==> config.mk <==
export PLATFORM = sky130hd
export DESIGN_NAME = addr_decoder
export DESIGN_NICKNAME = d
export VERILOG_FILES = /design/src/common/mem_sub_pkg.sv /design/src/design/addr_decoder.sv
export SDC_FILE = /design/constraint.sdc
export NUM_CORES = 1
export LEC_CHECK = 0
export ABC_AREA = 1
export BUFFER_PORTS_ARGS = -buffer_cell sky130_fd_sc_hd__buf_4
export CORE_MARGIN = 10
export CORE_UTILIZATION = 23
export DETAILED_ROUTE_END_ITERATION = 8
export GPL_TIMING_DRIVEN = 0
export PLACE_DENSITY = 0.61
export REMOVE_ABC_BUFFERS = 1
export SLEW_MARGIN = 20
export SYNTH_ARGS = -nofsm -noshare
export SYNTH_HDL_FRONTEND = slang
export SYNTH_SLANG_ARGS = --single-unit
==> constraint.sdc <==
create_clock -name clk -period 2.19 [get_ports clk]
set_input_delay 0.3285 -clock clk [delete_from_list [all_inputs] [get_ports clk]]
set_output_delay 0.3285 -clock clk [all_outputs]
set_load 0.02 [all_outputs]
==> src/common/mem_sub_pkg.sv <==
package mem_sub_pkg;

	// Upper bound on the number of address regions.
	localparam int MAX_BANKS = 4;

	// Region tags, indexed by bank number.
	// Entry 0 is the low data memory and entry 1 the boot memory.
	localparam logic [11:0] REGION_TAGS [MAX_BANKS] = '{
		12'h000,
		12'hBFC,
		12'h100,
		12'h200
	};

	// Region view of a byte address.
	typedef struct packed {
		logic [11:0] tag;
		logic [17:0] index;
		logic [1:0]  offset;
	} addr_fields_t;

	// One address word, seen as a raw value or as region fields.
	typedef union packed {
		logic [31:0]  raw;
		addr_fields_t field;
	} addr_word_t;

	// Command as presented by the bus master.
	typedef struct packed {
		logic        rd;
		logic        wr;
		addr_word_t  addr;
		logic [31:0] wdata;
		logic [3:0]  be;
	} bus_cmd_t;

	// Request from the decoder to a single bank.
	typedef struct packed {
		logic        valid;
		logic        wr;
		logic [17:0] index;
		logic [31:0] wdata;
		logic [3:0]  be;
	} bank_req_t;

	// Result from a bank, done lasts one cycle.
	typedef struct packed {
		logic        done;
		logic [31:0] rdata;
	} bank_rsp_t;

endpackage

==> src/design/addr_decoder.sv <==
`timescale 1ns/1ps

module addr_decoder
	import mem_sub_pkg::*;
#(
	parameter int NUM_BANKS  = 2,
	parameter int BANK_WORDS = 1024
) (
	input  logic      clk,
	input  logic      write,
	input  bus_cmd_t  cmd,
	input  logic      complete,
	output bank_req_t bank_req [NUM_BANKS],
	output logic      local_done,
	output logic      local_err,
	output logic      busy
);

	logic [NUM_BANKS-1:0] tag_hit;
	logic                 in_range;
	logic                 zero_word;
	logic                 accept;
	logic                 to_bank;

	logic [NUM_BANKS-1:0] valid_q;
	logic                 wr_q;
	logic [17:0]          index_q;
	logic [31:0]          wdata_q;
	logic [3:0]           be_q;

	// Local path is two stages deep to line up with a bank access.
	logic                 local_pend;
	logic                 local_pend_err;

	// Match the tag against every populated region.
	always_comb begin
		for (int i = 0; i < NUM_BANKS; i++) begin
			tag_hit[i] = (cmd.addr.field.tag == REGION_TAGS[i]);
		end
	end

	assign in_range = int'(cmd.addr.field.index) < BANK_WORDS;

	// Word 0 of the low region always reads as zero.
	assign zero_word = cmd.rd && (cmd.addr.field.tag == REGION_TAGS[0]) &&
		(cmd.addr.field.index == '0);

	assign accept  = (cmd.rd || cmd.wr) && !busy;
	assign to_bank = (|tag_hit) && in_range && !zero_word;

	always_ff @(posedge clk or posedge write) begin
		if (write) begin
			busy <= 1'b0;
		end else if (accept) begin
			busy <= 1'b1;
		end else if (complete) begin
			busy <= 1'b0;
		end
	end

	// Valid lasts one cycle since busy blocks the next accept.
	always_ff @(posedge clk or posedge write) begin
		if (write) begin
			valid_q <= '0;
		end else if (accept && to_bank) begin
			valid_q <= tag_hit;
		end else begin
			valid_q <= '0;
		end
	end

	always_ff @(posedge clk) begin
		if (accept) begin
			wr_q    <= cmd.wr;
			index_q <= cmd.addr.field.index;
			wdata_q <= cmd.wdata;
			be_q    <= cmd.be;
		end
	end

	always_ff @(posedge clk or posedge write) begin
		if (write) begin
			local_pend     <= 1'b0;
			local_pend_err <= 1'b0;
			local_done     <= 1'b0;
			local_err      <= 1'b0;
		end else begin
			local_pend     <= accept && !to_bank;
			local_pend_err <= accept && !zero_word && !((|tag_hit) && in_range);
			local_done     <= local_pend;
			local_err      <= local_pend && local_pend_err;
		end
	end

	// Every bank sees the same payload, only valid differs.
	always_comb begin
		for (int i = 0; i < NUM_BANKS; i++) begin
			bank_req[i].valid = valid_q[i];
			bank_req[i].wr    = wr_q;
			bank_req[i].index = index_q;
			bank_req[i].wdata = wdata_q;
			bank_req[i].be    = be_q;
		end
	end

endmodule

==> flow_summary.ini <==
[clock_tree]
cts.sinks = 62
cts_root_buf = clkbuf_8
htreeDepth = 3
cts_buffers = 9
cts_max_path_buffers = 2
clkTransAtPathRegs_ns = 0.08
cts.repair.resized = 0
post-cts-setup-buffers = 0
clkLatencyLatePin_ns = 0.33
cts_tree = built
cts_hold_buffers = 1

[min_path]
hold_end = busy
holdCritStartpoint = complete
hold_path_depth = 2
hp-class = in -> reg

[grt]
antenna_found_initial = 0
track_usage_pct = 9.64
grt_max_degree = 58
met1_usage_pct = 9.96
grt_use_met2_pct = 16.0
busiest_layer = met2
overflow = 0
first_global_vias = 1933
grt_pass1_wl_mm = 11.6
gr-usage-met3_pct = 5.58

[synthesis]
synthMuxAreaShare_pct = 0
synth_top_cells_by_count = buf_4 (56), edfxtp_1 (55), nor2_1 (20), inv_1 (17), nand2_1 (16)
synth_ff_type = edfxtp_1
synthArstFlopShare_pct = 11.3
yosys_warnings = 0
synth_compound_area_share_pct = 1.23
synth_cell_type_count = 15
yosysTopAreaCell = edfxtp_1
yosysMostFrequentCell = buf_4
synth_edf_count = 55
synth_top_family_by_area = buffers and inverters
ys_seq_area_share_pct = 72.1
synth_area_um2 = 2530
synth_area_leaders = edfxtp_1 (65%), buf_4 (17%), dfrtp_1 (6.9%)
synth_fa_ha_area_share_pct = 0
synth_cells = 182
synth.avg_cell_area_um2 = 13.9
synthXorXnorAreaFrac_pct = 0
synth_top_area_share_pct = 65.2
yosys_register_bits = 62
synth_simple_gate_area_share_pct = 7.56

[die]
die_h_um = 125
ios = 188
die_w_um = 125
core_area_um2 = 10800
row_count = 38
dieArea_um2 = 15600
start_util_pct = 23.5

[route]
dr.pass1.iters = 4
drc_errors = 0
vias_per_cell = 3.76
wl_per_cell_um = 16.7
drt_iter0_markers = 76
drt-total-wl_mm = 7.83
vias = 1761
ant_nets = 0

[placement]
dp_cells = 451
place_area_um2 = 3680
routabilityCongestion = 0.767
hpwlAfterDp_mm = 6.45
port_buffers = 185

[worst_setup_path]
crit_fanout = 57
end_kind = flop
cp.required_ns = 2.15
critPathArrivalTime_ns = 1.66
timing.reg2reg.setup_slack_ns = 0.49
r2r_cells = 3
critical_path_class = reg -> reg
start_kind = flop
r2r-start = busy
r2r-end = index_q[5]

[status]
outcome = finished clean

[timing]
maxSlewViolCount = 0
fin_crit_sh_pct = 77.5
relSlewSlack_pct = 51.0
hold_viol = 0
setup_violations = 0
max_slew.worst_pin.slew_ns = 0.735
rsz0062_at_grt = false
timing.final.crit_period_ns = 1.70
finalClockSkew_ns = 0.00960
fmax_mhz = 589

[layout]
fin_area_um2 = 3890
final_nets = 396
layout-drive-gt1-share_pct = 63.4
stdcell_count = 468
utilization_pct = 36.0
areaGrowthSynthToFinish_pct = 53.4
n_fill_cell = 1059
diodes = 0

[pwr]
total_power_mw = 3.64
power_density_nw_per_um2 = 936
p_leak_nw = 1.79
peakVddDrop_mv = 0.331

[run]
cap_viol_max_count = 0
[routing by layer]
metal,vias up,part of all wire (%)
met4,0,1.3
met2,127,49
met5,-,0
met3,5,11
met1,803,39
li1,826,-
[worst max-delay path: stages, from the launching register on]
cell and delay, ns:
dfrtp_1 0.39, inv_1 0.07, o21ai_0 0.22, inv_4 0.58
[power by group]
part           internal (mW)  total (mW)  leakage [nW]  switching [mW]
clock                  0.529        1.01        0.0996           0.479
sequential              1.51        1.59         0.616          0.0882
combinational          0.423        1.03          1.07           0.611
[layout make-up]
cell class	instances	area (µm²)	share of cell area (%)
well taps	140	175	4.51
clock buffers	9	124	3.19
repair buffers	186	1400	36.0
inverters	17	66.3	1.71
clock inverters	7	73.8	1.90
flip-flops and latches	62	1830	47.0
multi-input cells	47	223	5.73
[cells in the final DEF (no fill, tap or decap)]
cell type	count
a21oi_4	1
buf_4	185
inv_4	1
and2_0	1
a21oi_1	1
nand3_1	1
inv_1	16
dlygate4sd3_1	1
edfxtp_1	55
nand2_2	1
nand4_2	1
nor2_2	1
nand2_1	16
clkinv_4	2
dfrtp_1	7
nor2_1	20
o21ai_0	2
inv_6	1
clkinv_2	2
clkbuf_8	9
bufinv_16	1
clkinvlp_4	1
nand3_2	2
[state kept, by name, indices dropped and copies added (netlist names)]
signal	flops
valid_q	2
index_q	18
be_q	4
local_pend_err	1
busy	1
local_done	1
wdata_q	32
local_pend	1
local_err	1
wr_q	1
[how the worst max path moves through the flow]
stage	start	cells past startpoint	to	slack, ns
finish	busy	3	index_q[5]	0.49
CTS	busy	3	be_q[3]	0.43
floorplan	busy	3	be_q[0]	0.01
global route	busy	3	wdata_q[28]	0.38
global placement	busy	3	be_q[0]	-0.53
detailed placement	cmd[68]	3	wdata_q[14]	0.36
[per-stage QoR]
step	worst slack [ns]	setup TNS (ns)	hold slack [ns]
final	0.492	0	0.165
after global routing	0.383	0	0.130
after CTS	0.429	0	0.140
after detailed placement	0.358	0	0.300
after global placement	-0.528	-30.18	0.289
after floorplan	0.0117	0	0.132
[kinds of logic after synthesis]
logic type	Yosys count
and+or+nand+nor	43
AOI/OAI and AO/OA	4
DFF	62
buffers and inverters	73
No activity file was read; power rests on OpenSTA's default activity.
