File: config.mk
export PLATFORM = sky130hd
export DESIGN_NAME = read_return
export DESIGN_NICKNAME = d
export VERILOG_FILES = /design/src/common/mem_sub_pkg.sv /design/src/design/read_return.sv
export SDC_FILE = /design/constraint.sdc
export NUM_CORES = 1
export LEC_CHECK = 0
export BUFFER_PORTS_ARGS = -buffer_cell sky130_fd_sc_hd__buf_4
export CAP_MARGIN = 0
export CORE_AREA = 2 2 48 50
export DETAILED_ROUTE_END_ITERATION = 10
export DIE_AREA = 0 0 50 52
export GPL_ROUTABILITY_DRIVEN = 0
export PLACE_DENSITY = 0.82
export RECOVER_POWER = 50
export SYNTH_ARGS = -nofsm -noshare
export SYNTH_HDL_FRONTEND = slang
export SYNTH_SLANG_ARGS = --single-unit
File: constraint.sdc
create_clock -name vclk -period 0.9
set_input_delay 0.135 -clock vclk [all_inputs]
set_output_delay 0.135 -clock vclk [all_outputs]
set_load 0.005 [all_outputs]
File: src/common/mem_sub_pkg.sv
package mem_sub_pkg;

	// Upper bound on the number of address regions.
	localparam int MAX_BANKS = 4;

	// Region tags, indexed by bank number.
	// Entry 0 is the low data memory and entry 1 the boot memory.
	localparam logic [11:0] REGION_TAGS [MAX_BANKS] = '{
		12'h000,
		12'hBFC,
		12'h100,
		12'h200
	};

	// Region view of a byte address.
	typedef struct packed {
		logic [11:0] tag;
		logic [17:0] index;
		logic [1:0]  offset;
	} addr_fields_t;

	// One address word, seen as a raw value or as region fields.
	typedef union packed {
		logic [31:0]  raw;
		addr_fields_t field;
	} addr_word_t;

	// Command as presented by the bus master.
	typedef struct packed {
		logic        rd;
		logic        wr;
		addr_word_t  addr;
		logic [31:0] wdata;
		logic [3:0]  be;
	} bus_cmd_t;

	// Request from the decoder to a single bank.
	typedef struct packed {
		logic        valid;
		logic        wr;
		logic [17:0] index;
		logic [31:0] wdata;
		logic [3:0]  be;
	} bank_req_t;

	// Result from a bank, done lasts one cycle.
	typedef struct packed {
		logic        done;
		logic [31:0] rdata;
	} bank_rsp_t;

endpackage

File: src/design/read_return.sv
`timescale 1ns/1ps

module read_return
	import mem_sub_pkg::*;
#(
	parameter int NUM_BANKS = 2
) (
	input  logic        rd,
	input  logic        wr,
	input  bank_rsp_t   rsp [NUM_BANKS],
	input  logic        local_done,
	input  logic        local_err,
	input  logic        busy,
	output logic [31:0] readdata,
	output logic        waitrequest,
	output logic        error,
	output logic        complete
);

	logic        any_done;
	logic [31:0] bank_data;

	// At most one bank is done in a cycle, so an AND-OR mux is enough.
	always_comb begin
		any_done  = 1'b0;
		bank_data = '0;
		for (int i = 0; i < NUM_BANKS; i++) begin
			any_done  = any_done | rsp[i].done;
			bank_data = bank_data | (rsp[i].done ? rsp[i].rdata : 32'h0);
		end
	end

	assign complete = busy && (any_done || local_done);

	// Local completions return zero data.
	assign readdata = (rd && any_done) ? bank_data : 32'h0;

	// Only an unmapped access flags an error.
	assign error = complete && local_done && local_err;

	// Hold the master until its completion cycle.
	assign waitrequest = (rd || wr) && !complete;

endmodule

==> key figures, run 1 <==
Outcome
  • Status: complete, but fails checks
  • Failing checks: negative setup slack

Detailed routing
  • Via Count: 1124
  • Avg WL per Cell: 20.3 um
  • Via density: 5.25
  • Router iterations before antenna repair: 4
  • 1st-iter DRT viols: 23
  • Final wirelength: 4350 um
  • Antenna Nets Post-Route: 0
  • DRC: 0

Synthesis
  • Area contributors post-synth: a22oi_1 (46%), nor2b_1 (38%), buf_2 (6.7%)
  • Post-Syn Instances: 79
  • Post-Synth XOR/XNOR Area: 0%
  • Post-Synth Adder-Cell Area: 0%
  • Yosys warns: 0
  • Avg Inst Size Synth: 6.59 um2
  • Post-synthesis compound-gate area fraction: 47.8%
  • Distinct cells, synth: 8
  • Fraction of synthesized area in multiplexers: 0%
  • Combinational family with the most area after synthesis: compound AO/OA/AOI/OAI gates
  • Syn Nets: 150
  • Share of the synthesized area in the top cell type: 46.2%
  • Simple-gate share of the synthesized area: 41.1%
  • Sequential cell area fraction in the yosys report: 0%
  • Synth area leader: a22oi_1
  • Mapped Area: 520 um2

Critical path
  • CP Data Arrival Time: 820 ps
  • CP Class: in -> out
  • Setup crit start: rsp[65]
  • Critical path endpoint: readdata[18]
  • WP data required: 760 ps
  • CP endpoint kind: primary output
  • Critical path launch point type: input port
  • CP max FO: 8

Die
  • Die ar.: 2600 um2
  • Initial core utilization: 24.7%
  • Die Wd: 50 um
  • Die H: 52 um
  • IO Count: 106
  • Cell Rows: 17
  • Core area: 2110 um2

Place
  • DP Worst Slack: -49.2 ps
  • Port-buffer cells: 106
  • Dpl cells: 209

STA
  • Fin Setup TNS: -312 ps
  • RSZ-0062 raised after global routing: true
  • Max_slew headroom: 86.6%
  • PnR worst setup slack: -56.9 ps
  • Final setup viols: 12
  • Final period utilization: 106%
  • Maximum clock rate: 1.05 GHz
  • Hold WS: 594 ps
  • Worst-Margin Slew: 201 ps
  • Slew Limit Fails: 0
  • Post-route minimum period: 957 ps
  • Final hold vios: 0

Worst hold path
  • Hold/Removal Path Class: in -> out
  • Min-delay src: local_done

Finish
  • Final Util: 81.8%
  • CLK BUF: 0
  • ANT cells: 0
  • Most common cell after layout, fill and taps aside: buf_4
  • FF+latch area: 0 um2
  • Most frequent cells in the layout: buf_4 (102), a22oi_2 (32), nor2b_1 (32)
  • FFs & Latches: 0
  • Share of layout cells above drive strength 1: 80.6%
  • Number of standard cells in the final layout excluding fillers: 214
  • Final layout net count: 259
  • Post-synthesis to final-layout area growth: 231%

Global route
  • First-pass GRT wire length: 5350 um
  • Grt ovf: 0
  • Tot GR Track Use: 26.9%
  • Vias in the first global route: 992
  • Initial antenna violation count: 0
  • Largest net degree at the start of global routing: 34

Run
  • Maximum capacitance violations: 0

Power
  • Leakage: 0.818 nW
  • Max VDD drop: 0.351 mV
  • Pwr/cell area: 510 nW/um2

Clocking
  • Hold_buf cts: 0
[power breakdown]
part           internal (mW)  switching (mW)
Sequential                 0               0
Combinational          0.556           0.323
Clock                      0               0
[cells in the mapped netlist (all sizes together)]
master / n
clkbuf: 3
a22oi: 32
o31a: 1
nor2b: 32
and3: 1
buf: 8
nor2: 2
[metrics by stage]
step                      area, um2  total power, mW
after floorplan                 520            0.214
after global placement         1400            0.646
after detailed placement       1400            0.659
after CTS                      1590            0.767
after global routing           1720            0.925
final                          1720            0.879
[how the worst min path moves through the flow]
stage,cells after the start,end,slack [ps]
floorplan,1,complete,370
global placement,4,waitrequest,570
detailed placement,4,waitrequest,570
CTS,4,waitrequest,580
global route,3,error,600
finish,3,error,590
[final cells by class]
| type | instances | area, um2 |
|---|---|---|
| fillers | 127 | 383 |
| multi-input cells | 68 | 623 |
| well taps | 28 | 35.0 |
| repair buffers | 118 | 1060 |
[worst max-delay path, stage by stage]
cell     delay [ps]
buf_12          130
buf_16          140
a22oi_2         200
nor2b_1          70
buf_4           140
[metal layers]
metal	wire, um	up-vias	global-route usage (%)	share of wire (%)
met5	0	-	0	0
met4	111	0	5.56	2.6
met3	239	8	5.17	5.5
met2	2390	67	51.5	55
met1	1610	538	30.6	37
li1	-	511	-	-
[logic make-up after synthesis]
family          count (synthesis)
compound gates                 33
buf+inv                        11
simple gates                   35
[timing repair]
item	CTS	global route
pin swaps	2	15
gates cloned	2	3
resized for setup	30	13
buffers inserted	0	0
setup endpoints to repair	33	31
Note: power is estimated with default switching activity, not from simulation.
==> run 2: changes to the inputs <==
--- a/config.mk
+++ b/config.mk
@@ -5,12 +5,13 @@
 export SDC_FILE = /design/constraint.sdc
 export NUM_CORES = 1
 export LEC_CHECK = 0
-export BUFFER_PORTS_ARGS = -buffer_cell sky130_fd_sc_hd__buf_4
+export BUFFER_PORTS_ARGS = -buffer_cell sky130_fd_sc_hd__buf_2
 export CAP_MARGIN = 0
 export CORE_AREA = 2 2 48 50
 export DETAILED_ROUTE_END_ITERATION = 10
 export DIE_AREA = 0 0 50 52
 export GPL_ROUTABILITY_DRIVEN = 0
+export GPL_TIMING_DRIVEN = 0
 export PLACE_DENSITY = 0.82
 export RECOVER_POWER = 50
 export SYNTH_ARGS = -nofsm -noshare
==> key figures, run 2 (synthesized netlist as in run 1, its figures left out) <==
Power
  • Pwr/cell area: 477 nW/um2 (-6.5%)
  • Max VDD drop: 0.247 mV (-29%)
  • Leakage: 0.709 nW (-13%)
  • Total power: 0.645 mW (-27%)

Die
  • Core area: 2110 um2 (unchanged)
  • IO Count: 106 (unchanged)
  • Die ar.: 2600 um2 (unchanged)
  • Cell Rows: 17 (unchanged)
  • Die H: 52 um (unchanged)
  • Die Wd: 50 um (unchanged)
  • Initial core utilization: 24.7% (unchanged)

Global route
  • First-pass GRT wire length: 3800 um (-29%)
  • Initial antenna violation count: 0 (unchanged)
  • Vias in the first global route: 859 (-13%)
  • Tot GR Track Use: 17.7% (-9.2 points)
  • Grt ovf: 0 (unchanged)
  • Largest net degree at the start of global routing: 11 (-68%)

Finish
  • FF+latch area: 0 um2 (unchanged)
  • Most frequent cells in the layout: buf_2 (101), nor2b_1 (32), a22oi_2 (25)
  • Post-synthesis to final-layout area growth: 160%
  • FFs & Latches: 0 (unchanged)
  • Number of standard cells in the final layout excluding fillers: 214 (unchanged)
  • ANT cells: 0 (unchanged)
  • Fillers: 197 (+55%)
  • Most common cell after layout, fill and taps aside: buf_2
  • CLK BUF: 0 (unchanged)
  • Final layout net count: 259 (unchanged)
  • Share of layout cells above drive strength 1: 75.8% (-4.8 points)

Detailed routing
  • DRC: 0 (unchanged)
  • Antenna Nets Post-Route: 0 (unchanged)
  • Avg WL per Cell: 14.6 um (-28%)
  • Via Count: 1065 (-5.2%)
  • Final wirelength: 3120 um (-28%)
  • Router iterations before antenna repair: 4 (unchanged)
  • Via density: 4.98 (-5.2%)
  • 1st-iter DRT viols: 14 (-39%)

Place
  • Dpl cells: 211 (+0.96%)
  • Port-buffer cells: 104 (-1.9%)
  • Post-DP HPWL: 2050 um

STA
  • Worst-Margin Slew: 199 ps (-1.27 ps)
  • PnR worst setup slack: -74.9 ps (-18.0 ps)
  • RSZ-0062 raised after global routing: true
  • Maximum clock rate: 1.03 GHz (-1.8%)
  • Final setup viols: 4 (-8)
  • Post-route minimum period: 975 ps (+18.0 ps)
  • Final hold vios: 0 (unchanged)
  • Max_slew headroom: 86.7% (about the same)
  • Final period utilization: 108% (+2.0 points)
  • Slew Limit Fails: 0 (unchanged)

Critical path
  • CP max FO: 9 (+1)
  • Worst Path Buf+Inv: 3 (unchanged)
  • CP Class: in -> out
  • Critical path, cell by cell: buf_8 -> clkbuf_16 -> a22oi_2 -> nor2b_1 -> buf_2
  • Critical path launch point type: input port
  • CP endpoint kind: primary output
  • Worst path slowest cell: nor2b_1
  • Crit path max-delay family: buffers and inverters
  • CP Data Arrival Time: 840 ps (+20 ps)
  • WP data required: 760 ps (about the same)
  • Max incr delay on CP: 200 ps (about the same)

Worst hold path
  • Hold/Removal Path Class: in -> out

Outcome
  • Failing checks: negative setup slack
  • Status: complete, but fails checks

Clocking
  • Hold_buf cts: 0 (unchanged)

Run
  • Maximum capacitance violations: 0 (unchanged)
==> run 2: routing by layer <==
metal	share of wire, %	global-route usage, %	vias up
li1	-	-	508
met4	1.9	0	0
met5	0	0	-
met1	34	19.6	490
met3	8.5	4.31	8
met2	55	35.5	59
==> run 2: per-stage QoR <==
step	worst slack, ps	hold WS, ps	setup TNS (ps)	area, um2	util, %
global placement	-92.7	548	-2160	1080	51.1
finish	-74.9	560	-152	1350	64.2
detailed placement	-94.0	552	-2050	1080	51.1
global route	-78.0	598	-243	1350	64.2
floorplan	83.5	370	0	520	-
CTS	-10.3	552	-32.4	1160	55.1
==> run 2: cell type report <==
cell class	instances	area, um2	area share (%)
repair buffers	107	586	43.3
plain buffers	11	144	10.6
well taps	28	35.0	2.59
multi-input cells	68	588	43.5
==> run 2: power breakdown <==
| part | switching [mW] | internal (mW) | leakage (nW) |
|---|---|---|---|
| sequential | 0 | 0 | 0 |
| clock | 0 | 0 | 0 |
| combinational | 0.268 | 0.377 | 0.709 |
==> run 2: worst min-delay path, cell delays in order <==
cell and delay, ps:
buf_6 70, and3_1 120, buf_2 100
==> run 2: final timing paths <==
check / to / startpoint / slack (ps) / depth (start not counted)
setup / recovery: readdata[2] / rsp[32] / -70 / 5
hold / removal: error / local_done / 560 / 3
==> run 2: what timing repair did <==
action                                  in CTS  in global routing
setup buffers                                0                  0
cloned                                       1                  2
resized for setup                           24                 38
pin swaps                                    1                  8
endpoints found under the setup margin      31                 30
